<file path="src/hdl/traceFramePkg.sv">
//////////////////////////////////////////////////
// trace framer shared definitions
// frame constants, opcode classes and the records
// passed between decode, assembly and the writer
//////////////////////////////////////////////////
`default_nettype none

package traceFramePkg;

  //////////////////////////////////////////////////
  // frame constants
  //////////////////////////////////////////////////

  // locally administered addresses for the trace link
  localparam logic [47:0] dstMac = 48'h0254_5243_0001;
  localparam logic [47:0] srcMac = 48'h0254_5243_0002;

  // local experimental ethertype
  localparam logic [15:0] ethType = 16'h88b5;

  // four header words plus five payload words
  localparam int unsigned frameWords = 9;

  // payload length carried in the header length field
  localparam logic [15:0] payloadBytes = 16'd20;

  //////////////////////////////////////////////////
  // opcode classes and assembler states
  //////////////////////////////////////////////////

  // major opcode classes, encoding lands in the frame
  typedef enum logic [3:0] {
    opOther  = 4'd0,
    opLoad   = 4'd1,
    opStore  = 4'd2,
    opBranch = 4'd3,
    opJump   = 4'd4,
    opAlu    = 4'd5,
    opSystem = 4'd6
  } opClass;

  // frame assembler control states
  typedef enum logic [1:0] {
    stReset,
    stHoldoff,
    stIdle,
    stSend
  } asmState;

  //////////////////////////////////////////////////
  // stage records
  //////////////////////////////////////////////////

  // one retirement as presented by the core
  typedef struct packed {
    logic [31:0] pc;
    logic [31:0] instr;
    logic [31:0] rdValue;
    logic [31:0] memAddr;
  } retireInfo;

  // normalized record, 160 bits
  typedef struct packed {
    logic [31:0] pc;
    logic [31:0] instr;
    logic [31:0] rdValue;
    logic [31:0] memAddr;
    logic [15:0] seqNum;
    opClass      cls;
    logic [4:0]  rd;
    logic        writesRd;
    // always zero, pads the last payload word
    logic [5:0]  rsvd;
  } traceRecord;

  // one 32-bit beat of a frame
  typedef struct packed {
    logic [31:0] data;
    logic        last;
  } frameBeat;

endpackage

`default_nettype wire

</file>
<file path="src/hdl/axiBurstWriter.sv">
//////////////////////////////////////////////////
// axi burst writer
// queues frame beats and drives the AXI4 W channel,
// returns a credit per handshake and counts frames
//////////////////////////////////////////////////
`timescale 1ns/1ps
`default_nettype none

module axiBurstWriter #(
  parameter int unsigned beatFifoDepth = 4
) (
  input  logic                    m_axi_aclk,
  input  logic                    m_axi_aresetn,
  input  traceFramePkg::frameBeat beat,
  input  logic                    beatValid,
  input  logic                    wReady,
  output logic                    beatCredit,
  output logic [31:0]             wData,
  output logic [3:0]              wStrb,
  output logic                    wLast,
  output logic                    wValid,
  output logic [31:0]             frameCount
);

  localparam int unsigned ptrW   = (beatFifoDepth > 1) ? $clog2(beatFifoDepth) : 1;
  localparam int unsigned countW = $clog2(beatFifoDepth + 1);

  traceFramePkg::frameBeat fifoMem [beatFifoDepth];
  logic [ptrW-1:0]         wrPtr;
  logic [ptrW-1:0]         rdPtr;
  logic [countW-1:0]       fill;
  logic                    pop;
  traceFramePkg::frameBeat head;

  //////////////////////////////////////////////////
  // beat fifo
  //////////////////////////////////////////////////

  always_ff @(posedge m_axi_aclk) begin
    if (beatValid) begin
      fifoMem[wrPtr] <= beat;
    end
  end

  always_ff @(posedge m_axi_aclk) begin
    if (!m_axi_aresetn) begin
      wrPtr <= '0;
      rdPtr <= '0;
      fill  <= '0;
    end else begin
      if (beatValid) begin
        wrPtr <= (wrPtr == ptrW'(beatFifoDepth - 1)) ? '0 : wrPtr + 1'b1;
      end
      if (pop) begin
        rdPtr <= (rdPtr == ptrW'(beatFifoDepth - 1)) ? '0 : rdPtr + 1'b1;
      end
      fill <= fill + countW'(beatValid) - countW'(pop);
    end
  end

  //////////////////////////////////////////////////
  // W channel
  //////////////////////////////////////////////////

  // head of the fifo is held until the handshake
  assign head   = fifoMem[rdPtr];
  assign wValid = (fill != '0);
  assign wData  = head.data;
  assign wLast  = head.last;
  // full words only
  assign wStrb  = 4'hf;

  assign pop        = wValid && wReady;
  assign beatCredit = pop;

  // completed frames, one per wLast handshake
  always_ff @(posedge m_axi_aclk) begin
    if (!m_axi_aresetn) begin
      frameCount <= 32'd0;
    end else if (pop && wLast) begin
      frameCount <= frameCount + 32'd1;
    end
  end

  // assembler beat credits match the free fifo slots
  noFifoOverflow: assert property (@(posedge m_axi_aclk) disable iff (!m_axi_aresetn)
    beatValid |-> (fill < countW'(beatFifoDepth)));

  // AXI rule, a stalled beat holds until taken
  wHold: assert property (@(posedge m_axi_aclk) disable iff (!m_axi_aresetn)
    (wValid && !wReady) |=> (wValid && $stable(wData) && $stable(wLast)));

endmodule

`default_nettype wire

</file>
<file path="src/hdl/frameAssembler.sv">
//////////////////////////////////////////////////
// frame assembler
// buffers decoded records, waits out the link
// hold-off after reset and then lays each record
// out as a nine-word frame, one beat per credit
//////////////////////////////////////////////////
`timescale 1ns/1ps
`default_nettype none

module frameAssembler #(
  parameter int unsigned recordDepth   = 2,
  parameter int unsigned beatFifoDepth = 4,
  parameter int unsigned initTimeout   = 16
) (
  input  logic                      m_axi_aclk,
  input  logic                      m_axi_aresetn,
  input  traceFramePkg::traceRecord rec,
  input  logic                      recValid,
  input  logic                      beatCredit,
  output logic                      recCredit,
  output traceFramePkg::frameBeat   beat,
  output logic                      beatValid
);

  localparam int unsigned ptrW    = (recordDepth > 1) ? $clog2(recordDepth) : 1;
  localparam int unsigned countW  = $clog2(recordDepth + 1);
  localparam int unsigned creditW = $clog2(beatFifoDepth + 1);
  localparam int unsigned holdW   = (initTimeout > 1) ? $clog2(initTimeout) : 1;
  localparam logic [3:0]  lastIdx = 4'(traceFramePkg::frameWords - 1);

  traceFramePkg::traceRecord recBuf [recordDepth];
  logic [ptrW-1:0]           wrPtr;
  logic [ptrW-1:0]           rdPtr;
  logic [countW-1:0]         recCount;
  traceFramePkg::asmState    state;
  traceFramePkg::asmState    nextState;
  logic [holdW-1:0]          holdCnt;
  logic                      holdDone;
  logic [3:0]                beatIdx;
  logic [creditW-1:0]        beatCredits;
  logic                      lastBeat;
  traceFramePkg::traceRecord head;

  //////////////////////////////////////////////////
  // record buffer
  //////////////////////////////////////////////////

  // decoder credits guarantee a free slot on every recValid
  always_ff @(posedge m_axi_aclk) begin
    if (recValid) begin
      recBuf[wrPtr] <= rec;
    end
  end

  always_ff @(posedge m_axi_aclk) begin
    if (!m_axi_aresetn) begin
      wrPtr    <= '0;
      rdPtr    <= '0;
      recCount <= '0;
    end else begin
      if (recValid) begin
        wrPtr <= (wrPtr == ptrW'(recordDepth - 1)) ? '0 : wrPtr + 1'b1;
      end
      // slot frees with the last beat of its frame
      if (recCredit) begin
        rdPtr <= (rdPtr == ptrW'(recordDepth - 1)) ? '0 : rdPtr + 1'b1;
      end
      recCount <= recCount + countW'(recValid) - countW'(recCredit);
    end
  end

  assign head = recBuf[rdPtr];

  //////////////////////////////////////////////////
  // state machine and hold-off
  //////////////////////////////////////////////////

  assign holdDone = (holdCnt == holdW'(initTimeout - 1));

  always_comb begin
    nextState = state;
    case (state)
      traceFramePkg::stReset: nextState = traceFramePkg::stHoldoff;
      traceFramePkg::stHoldoff: begin
        if (holdDone) begin
          nextState = traceFramePkg::stIdle;
        end
      end
      traceFramePkg::stIdle: begin
        if (recCount != '0) begin
          nextState = traceFramePkg::stSend;
        end
      end
      traceFramePkg::stSend: begin
        // stay for a back-to-back frame if another record waits
        if (recCredit && (recCount == countW'(1))) begin
          nextState = traceFramePkg::stIdle;
        end
      end
      default: nextState = traceFramePkg::stReset;
    endcase
  end

  always_ff @(posedge m_axi_aclk) begin
    if (!m_axi_aresetn) begin
      state   <= traceFramePkg::stReset;
      holdCnt <= '0;
    end else begin
      state <= nextState;
      // counts only while holding off, cleared otherwise
      if (state == traceFramePkg::stHoldoff) begin
        holdCnt <= holdCnt + 1'b1;
      end else begin
        holdCnt <= '0;
      end
    end
  end

  //////////////////////////////////////////////////
  // beat sequencing
  //////////////////////////////////////////////////

  assign beatValid = (state == traceFramePkg::stSend) && (beatCredits != '0);
  assign lastBeat  = (beatIdx == lastIdx);
  assign recCredit = beatValid && lastBeat;

  always_ff @(posedge m_axi_aclk) begin
    if (!m_axi_aresetn) begin
      beatIdx     <= 4'd0;
      beatCredits <= creditW'(beatFifoDepth);
    end else begin
      if (beatValid) begin
        beatIdx <= lastBeat ? 4'd0 : beatIdx + 4'd1;
      end
      // writer returns one credit per W handshake
      beatCredits <= beatCredits + creditW'(beatCredit) - creditW'(beatValid);
    end
  end

  // header words first, then the record of the buffer head
  always_comb begin
    beat.last = lastBeat;
    case (beatIdx)
      4'd0: beat.data = traceFramePkg::dstMac[47:16];
      4'd1: beat.data = {traceFramePkg::dstMac[15:0], traceFramePkg::srcMac[47:32]};
      4'd2: beat.data = traceFramePkg::srcMac[31:0];
      4'd3: beat.data = {traceFramePkg::ethType, traceFramePkg::payloadBytes};
      4'd4: beat.data = head.pc;
      4'd5: beat.data = head.instr;
      4'd6: beat.data = head.rdValue;
      4'd7: beat.data = head.memAddr;
      4'd8: beat.data = {head.seqNum, head.cls, head.rd, head.writesRd, 6'd0};
      default: beat.data = 32'd0;
    endcase
  end

  // decoder credits keep the buffer from overrunning
  noOverrun: assert property (@(posedge m_axi_aclk) disable iff (!m_axi_aresetn)
    recValid |-> (recCount < countW'(recordDepth)));

  // link partner is still coming up, the hold-off runs its full length
  // before the first frame may start
  quietHoldoff: assert property (@(posedge m_axi_aclk) disable iff (!m_axi_aresetn)
    ((state != traceFramePkg::stHoldoff) && $past(state == traceFramePkg::stHoldoff))
      |-> $past(state == traceFramePkg::stHoldoff, initTimeout));

endmodule

`default_nettype wire

</file>
<file path="src/hdl/traceDecoder.sv">
//////////////////////////////////////////////////
// trace decoder
// classifies each retirement by major opcode,
// clears fields that do not apply to the class and
// stamps a sequence number; also holds the credits
// toward the frame assembler record buffer
//////////////////////////////////////////////////
`timescale 1ns/1ps
`default_nettype none

module traceDecoder #(
  parameter int unsigned recordDepth = 2
) (
  input  logic                      m_axi_aclk,
  input  logic                      m_axi_aresetn,
  input  traceFramePkg::retireInfo  retire,
  input  logic                      retireValid,
  input  logic                      recCredit,
  output logic                      traceStall,
  output traceFramePkg::traceRecord rec,
  output logic                      recValid
);

  localparam int unsigned creditW = $clog2(recordDepth + 1);

  logic [creditW-1:0]        credits;
  logic                      linkUp;
  logic                      accept;
  logic [15:0]               seqNum;
  traceFramePkg::opClass     cls;
  logic [4:0]                rd;
  logic                      writesRd;
  logic                      memOp;
  traceFramePkg::traceRecord decoded;

  //////////////////////////////////////////////////
  // classification
  //////////////////////////////////////////////////

  // major opcode sits in instr[6:0]
  always_comb begin
    case (retire.instr[6:0])
      7'b0000011: cls = traceFramePkg::opLoad;
      7'b0100011: cls = traceFramePkg::opStore;
      7'b1100011: cls = traceFramePkg::opBranch;
      // jal and jalr
      7'b1101111,
      7'b1100111: cls = traceFramePkg::opJump;
      // op, op-imm, lui, auipc
      7'b0110011,
      7'b0010011,
      7'b0110111,
      7'b0010111: cls = traceFramePkg::opAlu;
      7'b1110011: cls = traceFramePkg::opSystem;
      default:    cls = traceFramePkg::opOther;
    endcase
  end

  assign rd = retire.instr[11:7];

  // x0 writes are dropped, only these classes write rd
  assign writesRd = (rd != 5'd0) &&
                    ((cls == traceFramePkg::opLoad) ||
                     (cls == traceFramePkg::opJump) ||
                     (cls == traceFramePkg::opAlu));

  assign memOp = (cls == traceFramePkg::opLoad) || (cls == traceFramePkg::opStore);

  // masked record, stamped with the running sequence number
  always_comb begin
    decoded.pc       = retire.pc;
    decoded.instr    = retire.instr;
    decoded.rdValue  = writesRd ? retire.rdValue : 32'd0;
    decoded.memAddr  = memOp ? retire.memAddr : 32'd0;
    decoded.seqNum   = seqNum;
    decoded.cls      = cls;
    decoded.rd       = rd;
    decoded.writesRd = writesRd;
    decoded.rsvd     = 6'd0;
  end

  //////////////////////////////////////////////////
  // credits and output register
  //////////////////////////////////////////////////

  // stall while credits are gone, and until the first edge after reset
  assign traceStall = !linkUp || (credits == '0);
  assign accept     = retireValid && !traceStall;

  always_ff @(posedge m_axi_aclk) begin
    if (!m_axi_aresetn) begin
      credits  <= creditW'(recordDepth);
      linkUp   <= 1'b0;
      seqNum   <= 16'd0;
      recValid <= 1'b0;
    end else begin
      linkUp   <= 1'b1;
      // one back per freed slot, one spent per accept
      credits  <= credits + creditW'(recCredit) - creditW'(accept);
      recValid <= accept;
      if (accept) begin
        seqNum <= seqNum + 16'd1;
      end
    end
  end

  // payload only, recValid qualifies it
  always_ff @(posedge m_axi_aclk) begin
    if (accept) begin
      rec <= decoded;
    end
  end

  // credits stay within the assembler buffer size, a wrap shows up here too
  creditBound: assert property (@(posedge m_axi_aclk) disable iff (!m_axi_aresetn)
    credits <= creditW'(recordDepth));

  // the assembler only frees slots that hold a record
  creditReturn: assert property (@(posedge m_axi_aclk) disable iff (!m_axi_aresetn)
    recCredit |-> (credits < creditW'(recordDepth)));

endmodule

`default_nettype wire

</file>
<file path="src/hdl/traceFramer.sv">
//////////////////////////////////////////////////
// trace framer top
// decode, frame assembly and AXI4 W-channel burst
// stages, linked by credit-based flow control
//////////////////////////////////////////////////
`timescale 1ns/1ps
`default_nettype none

module traceFramer #(
  parameter int unsigned recordDepth   = 2,
  parameter int unsigned beatFifoDepth = 4,
  parameter int unsigned initTimeout   = 16
) (
  input  logic                     m_axi_aclk,
  input  logic                     m_axi_aresetn,
  // core retirement port
  input  traceFramePkg::retireInfo retire,
  input  logic                     retireValid,
  output logic                     traceStall,
  // axi4 write data channel toward the MAC
  output logic [31:0]              wData,
  output logic [3:0]               wStrb,
  output logic                     wLast,
  output logic                     wValid,
  input  logic                     wReady,
  output logic [31:0]              frameCount
);

  // decode to execute
  traceFramePkg::traceRecord rec;
  logic                      recValid;
  logic                      recCredit;

  // execute to result
  traceFramePkg::frameBeat   beat;
  logic                      beatValid;
  logic                      beatCredit;

  traceDecoder #(
    .recordDepth (recordDepth)
  ) decoderInst (
    .m_axi_aclk    (m_axi_aclk),
    .m_axi_aresetn (m_axi_aresetn),
    .retire        (retire),
    .retireValid   (retireValid),
    .recCredit     (recCredit),
    .traceStall    (traceStall),
    .rec           (rec),
    .recValid      (recValid)
  );

  frameAssembler #(
    .recordDepth   (recordDepth),
    .beatFifoDepth (beatFifoDepth),
    .initTimeout   (initTimeout)
  ) assemblerInst (
    .m_axi_aclk    (m_axi_aclk),
    .m_axi_aresetn (m_axi_aresetn),
    .rec           (rec),
    .recValid      (recValid),
    .beatCredit    (beatCredit),
    .recCredit     (recCredit),
    .beat          (beat),
    .beatValid     (beatValid)
  );

  axiBurstWriter #(
    .beatFifoDepth (beatFifoDepth)
  ) writerInst (
    .m_axi_aclk    (m_axi_aclk),
    .m_axi_aresetn (m_axi_aresetn),
    .beat          (beat),
    .beatValid     (beatValid),
    .wReady        (wReady),
    .beatCredit    (beatCredit),
    .wData         (wData),
    .wStrb         (wStrb),
    .wLast         (wLast),
    .wValid        (wValid),
    .frameCount    (frameCount)
  );

endmodule

`default_nettype wire

</file>
<file path="config.mk">
export PLATFORM = sky130hd
export DESIGN_NAME = traceFramer
export DESIGN_NICKNAME = d
export VERILOG_FILES = /design/src/hdl/traceFramePkg.sv /design/src/hdl/axiBurstWriter.sv /design/src/hdl/frameAssembler.sv /design/src/hdl/traceDecoder.sv /design/src/hdl/traceFramer.sv
export SDC_FILE = /design/constraint.sdc
export NUM_CORES = 1
export LEC_CHECK = 0
export ABC_CLOCK_PERIOD_IN_PS = 15600
export BUFFER_PORTS_ARGS = -buffer_cell sky130_fd_sc_hd__buf_2
export CAP_MARGIN = 20
export CORE_UTILIZATION = 40
export CTS_CLUSTER_DIAMETER = 80
export DETAILED_ROUTE_END_ITERATION = 10
export GPL_ROUTABILITY_DRIVEN = 0
export HOLD_SLACK_MARGIN = 0.03
export PLACE_DENSITY = 0.67
export SYNTH_ARGS = -nofsm -noshare
export SYNTH_HDL_FRONTEND = slang
export SYNTH_HIERARCHICAL = 1
export SYNTH_SLANG_ARGS = --single-unit
</file>
<file path="constraint.sdc">
create_clock -name m_axi_aclk -period 15.6 [get_ports m_axi_aclk]
set_clock_uncertainty 0.15 [all_clocks]
set_input_delay 3.12 -clock m_axi_aclk [delete_from_list [all_inputs] [get_ports m_axi_aclk]]
set_output_delay 3.12 -clock m_axi_aclk [all_outputs]
set_load 0.005 [all_outputs]
</file>
Yosys cells after proc, flatten, opt, wreduce, memory -nomap -nowiden. Memory sizes are Yosys's and may differ from the RTL's. A register that Yosys moved wholly into a read port is not among the register bits. Index checks and enable logic that the tools add are counted.

Flip-flop bits (word level): 230. RAM bits: 440. Bits of input ports: 132. Output and inout bits: 71. Memories kept: 2.

Add/subtract/negate cells: 16. Eq/ne operators: 32. Muxes and demuxes: 20. Reductions and logical operators: 24.

Memory list: assemblerInst.recBuf (words 2, width 154, rd ports 1, clocked after memory_dff 1, wr ports 1, RTL line frameAssembler.sv:31) `traceFramePkg::traceRecord recBuf [recordDepth];`; writerInst.fifoMem (words 4, width 33, rd ports 1, clocked after memory_dff 1, wr ports 1, RTL line axiBurstWriter.sv:28) `traceFramePkg::frameBeat fifoMem [beatFifoDepth];`.

Operators by type and width (number): 32-bit case mux with 9 select lines (1); 32-bit by 1-bit adder with 32-bit output (second input constant) (1); 7-bit == test (second input constant) (4); 7-bit by 6-bit == test with 1-bit output (second input constant) (3); 3-bit case mux with 6 select lines (1); 16-bit by 1-bit adder with 16-bit output (second input constant) (1); 4-bit by 3-bit == test with 1-bit output (second input constant) (4); 7-bit by 5-bit == test with 1-bit output (second input constant) (2); 2-bit two-way mux (7); 1-bit two-way mux (9); 4-bit by 1-bit adder with 4-bit output (second input constant) (2); 2-bit == test (second input constant) (4); 4-bit by 2-bit == test with 1-bit output (second input constant) (2); 4-bit == test (second input constant) (2); 2-bit case mux with 4 select lines (1); 7-bit by 2-bit == test with 1-bit output (second input constant) (1); 1-bit logical AND (7); 3-bit by 1-bit adder with 3-bit output (2); 3-bit == test (second input constant) (2); 2-bit by 1-bit != test with 1-bit output (second input constant) (3); 3-bit nonzero test (2); 3-bit by 1-bit subtractor with 3-bit output (2); 5-bit nonzero test (1); 2-bit by 1-bit adder with 2-bit output (2); 17 further kinds (26).

Depth between registers and ports, before layout.
Depth in word-level cells: 7. Gate-level depth with buffers: 13. Mapped depth without buffers: 10.

Hierarchy. Netlist, hierarchy kept.

By module, submodules not included: frameAssembler (instances 1, cells an instance 718, area an instance 12638.4 um^2); axiBurstWriter (instances 1, cells an instance 411, area an instance 6822.8 um^2); traceDecoder (instances 1, cells an instance 350, area an instance 5995.8 um^2).

Worst setup path before layout. No wires, ideal clock.

Kind: reg2reg. Start: register decoderInst.recValid. End: memory assemblerInst/recBuf[0][100] (netlist bit) (enable). Setup time: 0.688 ns. Arrival: 7.128 ns. Slack: 7.634 ns. Cell stages (with the launch flop): 2. Path buffers: 0. Period minus slack after synthesis: 7.966 ns. Path through: dfxtp_1 > nor2b_1.

Word-level cells in the longest chain between the ends: 2.

Ends and longest elaborated chain: start, declared (RTL line traceDecoder.sv:21) `output logic recValid`; start signal, assigned (RTL line traceDecoder.sv:100) `recValid <= accept;`; 1-bit two-way mux (RTL line frameAssembler.sv:50) `if (recValid) begin`; 1-bit two-way mux (implied by the code) (RTL line frameAssembler.sv:51) `recBuf[wrPtr] <= rec;`; end, declared (RTL line frameAssembler.sv:31).

No other way between the ends.

==> results.json <==
{
  "cellPowerDensity_nw_per_um2": 132,
  "die_area_sq_um": 64500,
  "switching_power_mw": 0.829,
  "clk_latency_ps": 620,
  "rsz0062_at_grt": "no",
  "vias": 13700,
  "place_ws_ps": 9710,
  "startpoint_type": "register",
  "cp-end-kind": "output port",
  "grt_pass1_wl_um": 81200,
  "fmax_mhz": 177,
  "io_pins": 203,
  "hpwl_um": 35000,
  "fin_util_pct": 47.2,
  "critPathArrivalTime_ps": 2390,
  "topRoutingLayerUsed": "met4",
  "cts_max_level": 3,
  "postRouteAntennaNets": 0,
  "seqPwrFrac_pct": 51.6,
  "postCtsSetupBuffers": 0,
  "hold_viol": 0,
  "setup_viol": 0,
  "wl_met2_um": 27600,
  "worstPathRequired_ps": 12330,
  "wl_per_cell_um": 21.2,
  "place_area_sq_um": 27200,
  "relSlewSlack_pct": 28.4,
  "cts_sinks": 667,
  "critical_path_class": "register to output port",
  "multi_input_area_sq_um": 5680,
  "fin_setup_tns_ps": 0,
  "leakage_nw": 9.73,
  "fp.dieW_um": 254,
  "grt_antenna_before_repair": 1,
  "finalCriticalPeriod_ps": 5660,
  "final-max-slew-violation-count": 0,
  "period_share_pct": 36.3,
  "internal_power_mw": 3.08,
  "nFillCells": 5304,
  "yosysWarnings": 6,
  "cts_tree": "yes",
  "start_util_pct": 40.4,
  "clockBufferDepth": 3,
  "grt_overflow": 0,
  "synthesis.area_sq_um": 25400,
  "regArea_sq_um": 19200,
  "viasPerCell": 5.30,
  "maxCapViolations": 0,
  "grt_pass1_vias": 13500,
  "synthCells": 1473,
  "endpoint": "wLast",
  "status": "complete, no violations",
  "grt_start_max_net_pins": 84,
  "grt_usage_pct": 16.9,
  "met3_length_um": 3110,
  "syn_area_per_cell_sq_um": 17.3,
  "path_clk_slew_ps": 60,
  "power.total_mw": 3.91,
  "cts_resized": 0,
  "pwr-share-comb_pct": 5.0,
  "instances_no_fill": 2591,
  "drt-total-wl_um": 54900,
  "io_buffer_count": 198,
  "clock_power_share_pct": 43.4,
  "dp.cells": 2458,
  "min_path_type": "register to register",
  "rr_endpoint": "writerInst/fifoMem[1][11]",
  "stdcell_area_sq_um": 29700,
  "chipHeight_um": 254,
  "placeableCoreArea_sq_um": 63000,
  "swShare_pct": 21.2,
  "fin_nets": 1841,
  "post-route-worst-setup-slack_ps": 9940,
  "drc": 0,
  "holdBufCountCts": 0,
  "ir_drop_mv": 0.0852,
  "hold_slack_ps": 285,
  "area_growth_pct": 16.9,
  "cts_buffers": 71,
  "worstRegToRegCells": 4,
  "cts-root-buf": "clkbuf_16",
  "drtIter0Drc": 1283,
  "rows": 92,
  "reg2reg_setup_slack_ps": 12140,
  "worst_pin_slew_ps": 1070,
  "dr.pass1.iters": 7,
  "wl_met1_um": 22800,
  "drive_gt1_share_pct": 21.8,
  "crit_fanout": 33
}
[worst min-delay path by stage]
stage	startpoint	end	slack (ps)	cells past startpoint
floorplan	decoderInst/seqNum[15]	decoderInst/rec[31]	270	0
global placement	decoderInst/rec[78]	assemblerInst/recBuf[1][78]	270	0
detailed placement	decoderInst/rec[57]	assemblerInst/recBuf[0][57]	280	0
CTS	decoderInst/rec[16]	assemblerInst/recBuf[1][16]	290	0
global route	decoderInst/rec[31]	assemblerInst/recBuf[0][31]	300	0
finish	decoderInst/rec[16]	assemblerInst/recBuf[1][16]	290	0
[area by class of cell]
cell class | count | share of cell area [%]
sequential | 667 | 64.8
multi-input combinational | 700 | 19.1
clock buffer | 90 | 6.61
timing repair buffer | 221 | 4.12
tap | 846 | 3.56
clock inverter | 39 | 1.43
inverter | 27 | 0.341
antenna | 1 | 0.00843
[state kept, by name, summed over array words and instances, names as in the netlist, 3 cells and up, named ones only]
| signal | count |
|---|---|
| decoderInst/rec | 148 |
| decoderInst/seqNum | 16 |
| assemblerInst/beatCredits | 3 |
| writerInst/fill | 3 |
| writerInst/frameCount | 32 |
| assemblerInst/holdCnt | 4 |
| assemblerInst/beatIdx | 4 |
| assemblerInst/recBuf | 308 |
| writerInst/fifoMem | 132 |
[worst max-delay path, cell delays in order (launching register included)]
cell and delay, ps:
dfxtp_2 310, buf_4 520, mux4_2 760, buf_2 190
[metal layers]
layer,vias to the layer above,global-route usage (%)
li1,6238,-
met4,0,5.25
met3,104,3.02
met2,440,28.7
met5,-,0
met1,6958,22.1
[power groups by stage]
stage / Combinational, mW / Sequential (mW) / Clock, mW
after floorplan: 0.123 / 2.05 / 0
after global placement: 0.194 / 2.05 / 0
after detailed placement: 0.199 / 2.05 / 0
after CTS: 0.200 / 2.02 / 1.73
after global routing: 0.218 / 2.02 / 1.79
final: 0.195 / 2.01 / 1.70
[layout by cell type, fill, tap and decap left out, types with 8 or more instances in the layout]
| cell | instances |
|---|---|
| o22a_1 | 11 |
| and4_1 | 8 |
| mux2i_1 | 127 |
| clkinv_1 | 8 |
| nand3_1 | 23 |
| clkbuf_1 | 12 |
| or4_1 | 23 |
| ha_1 | 19 |
| dfxtp_1 | 77 |
| edfxtp_1 | 588 |
| buf_4 | 20 |
| and2_1 | 78 |
| xor2_1 | 19 |
| a221oi_1 | 21 |
| nor2_1 | 50 |
| nand4_1 | 23 |
| clkinv_2 | 14 |
| mux4_2 | 33 |
| or3_1 | 25 |
| nand2_1 | 22 |
| o31ai_1 | 20 |
| o22ai_1 | 43 |
| xnor2_1 | 11 |
| a21oi_1 | 39 |
| inv_1 | 25 |
| buf_2 | 198 |
| o221ai_1 | 10 |
| o21ai_0 | 15 |
| clkbuf_16 | 75 |
Note: power is estimated with default switching activity, not from simulation.
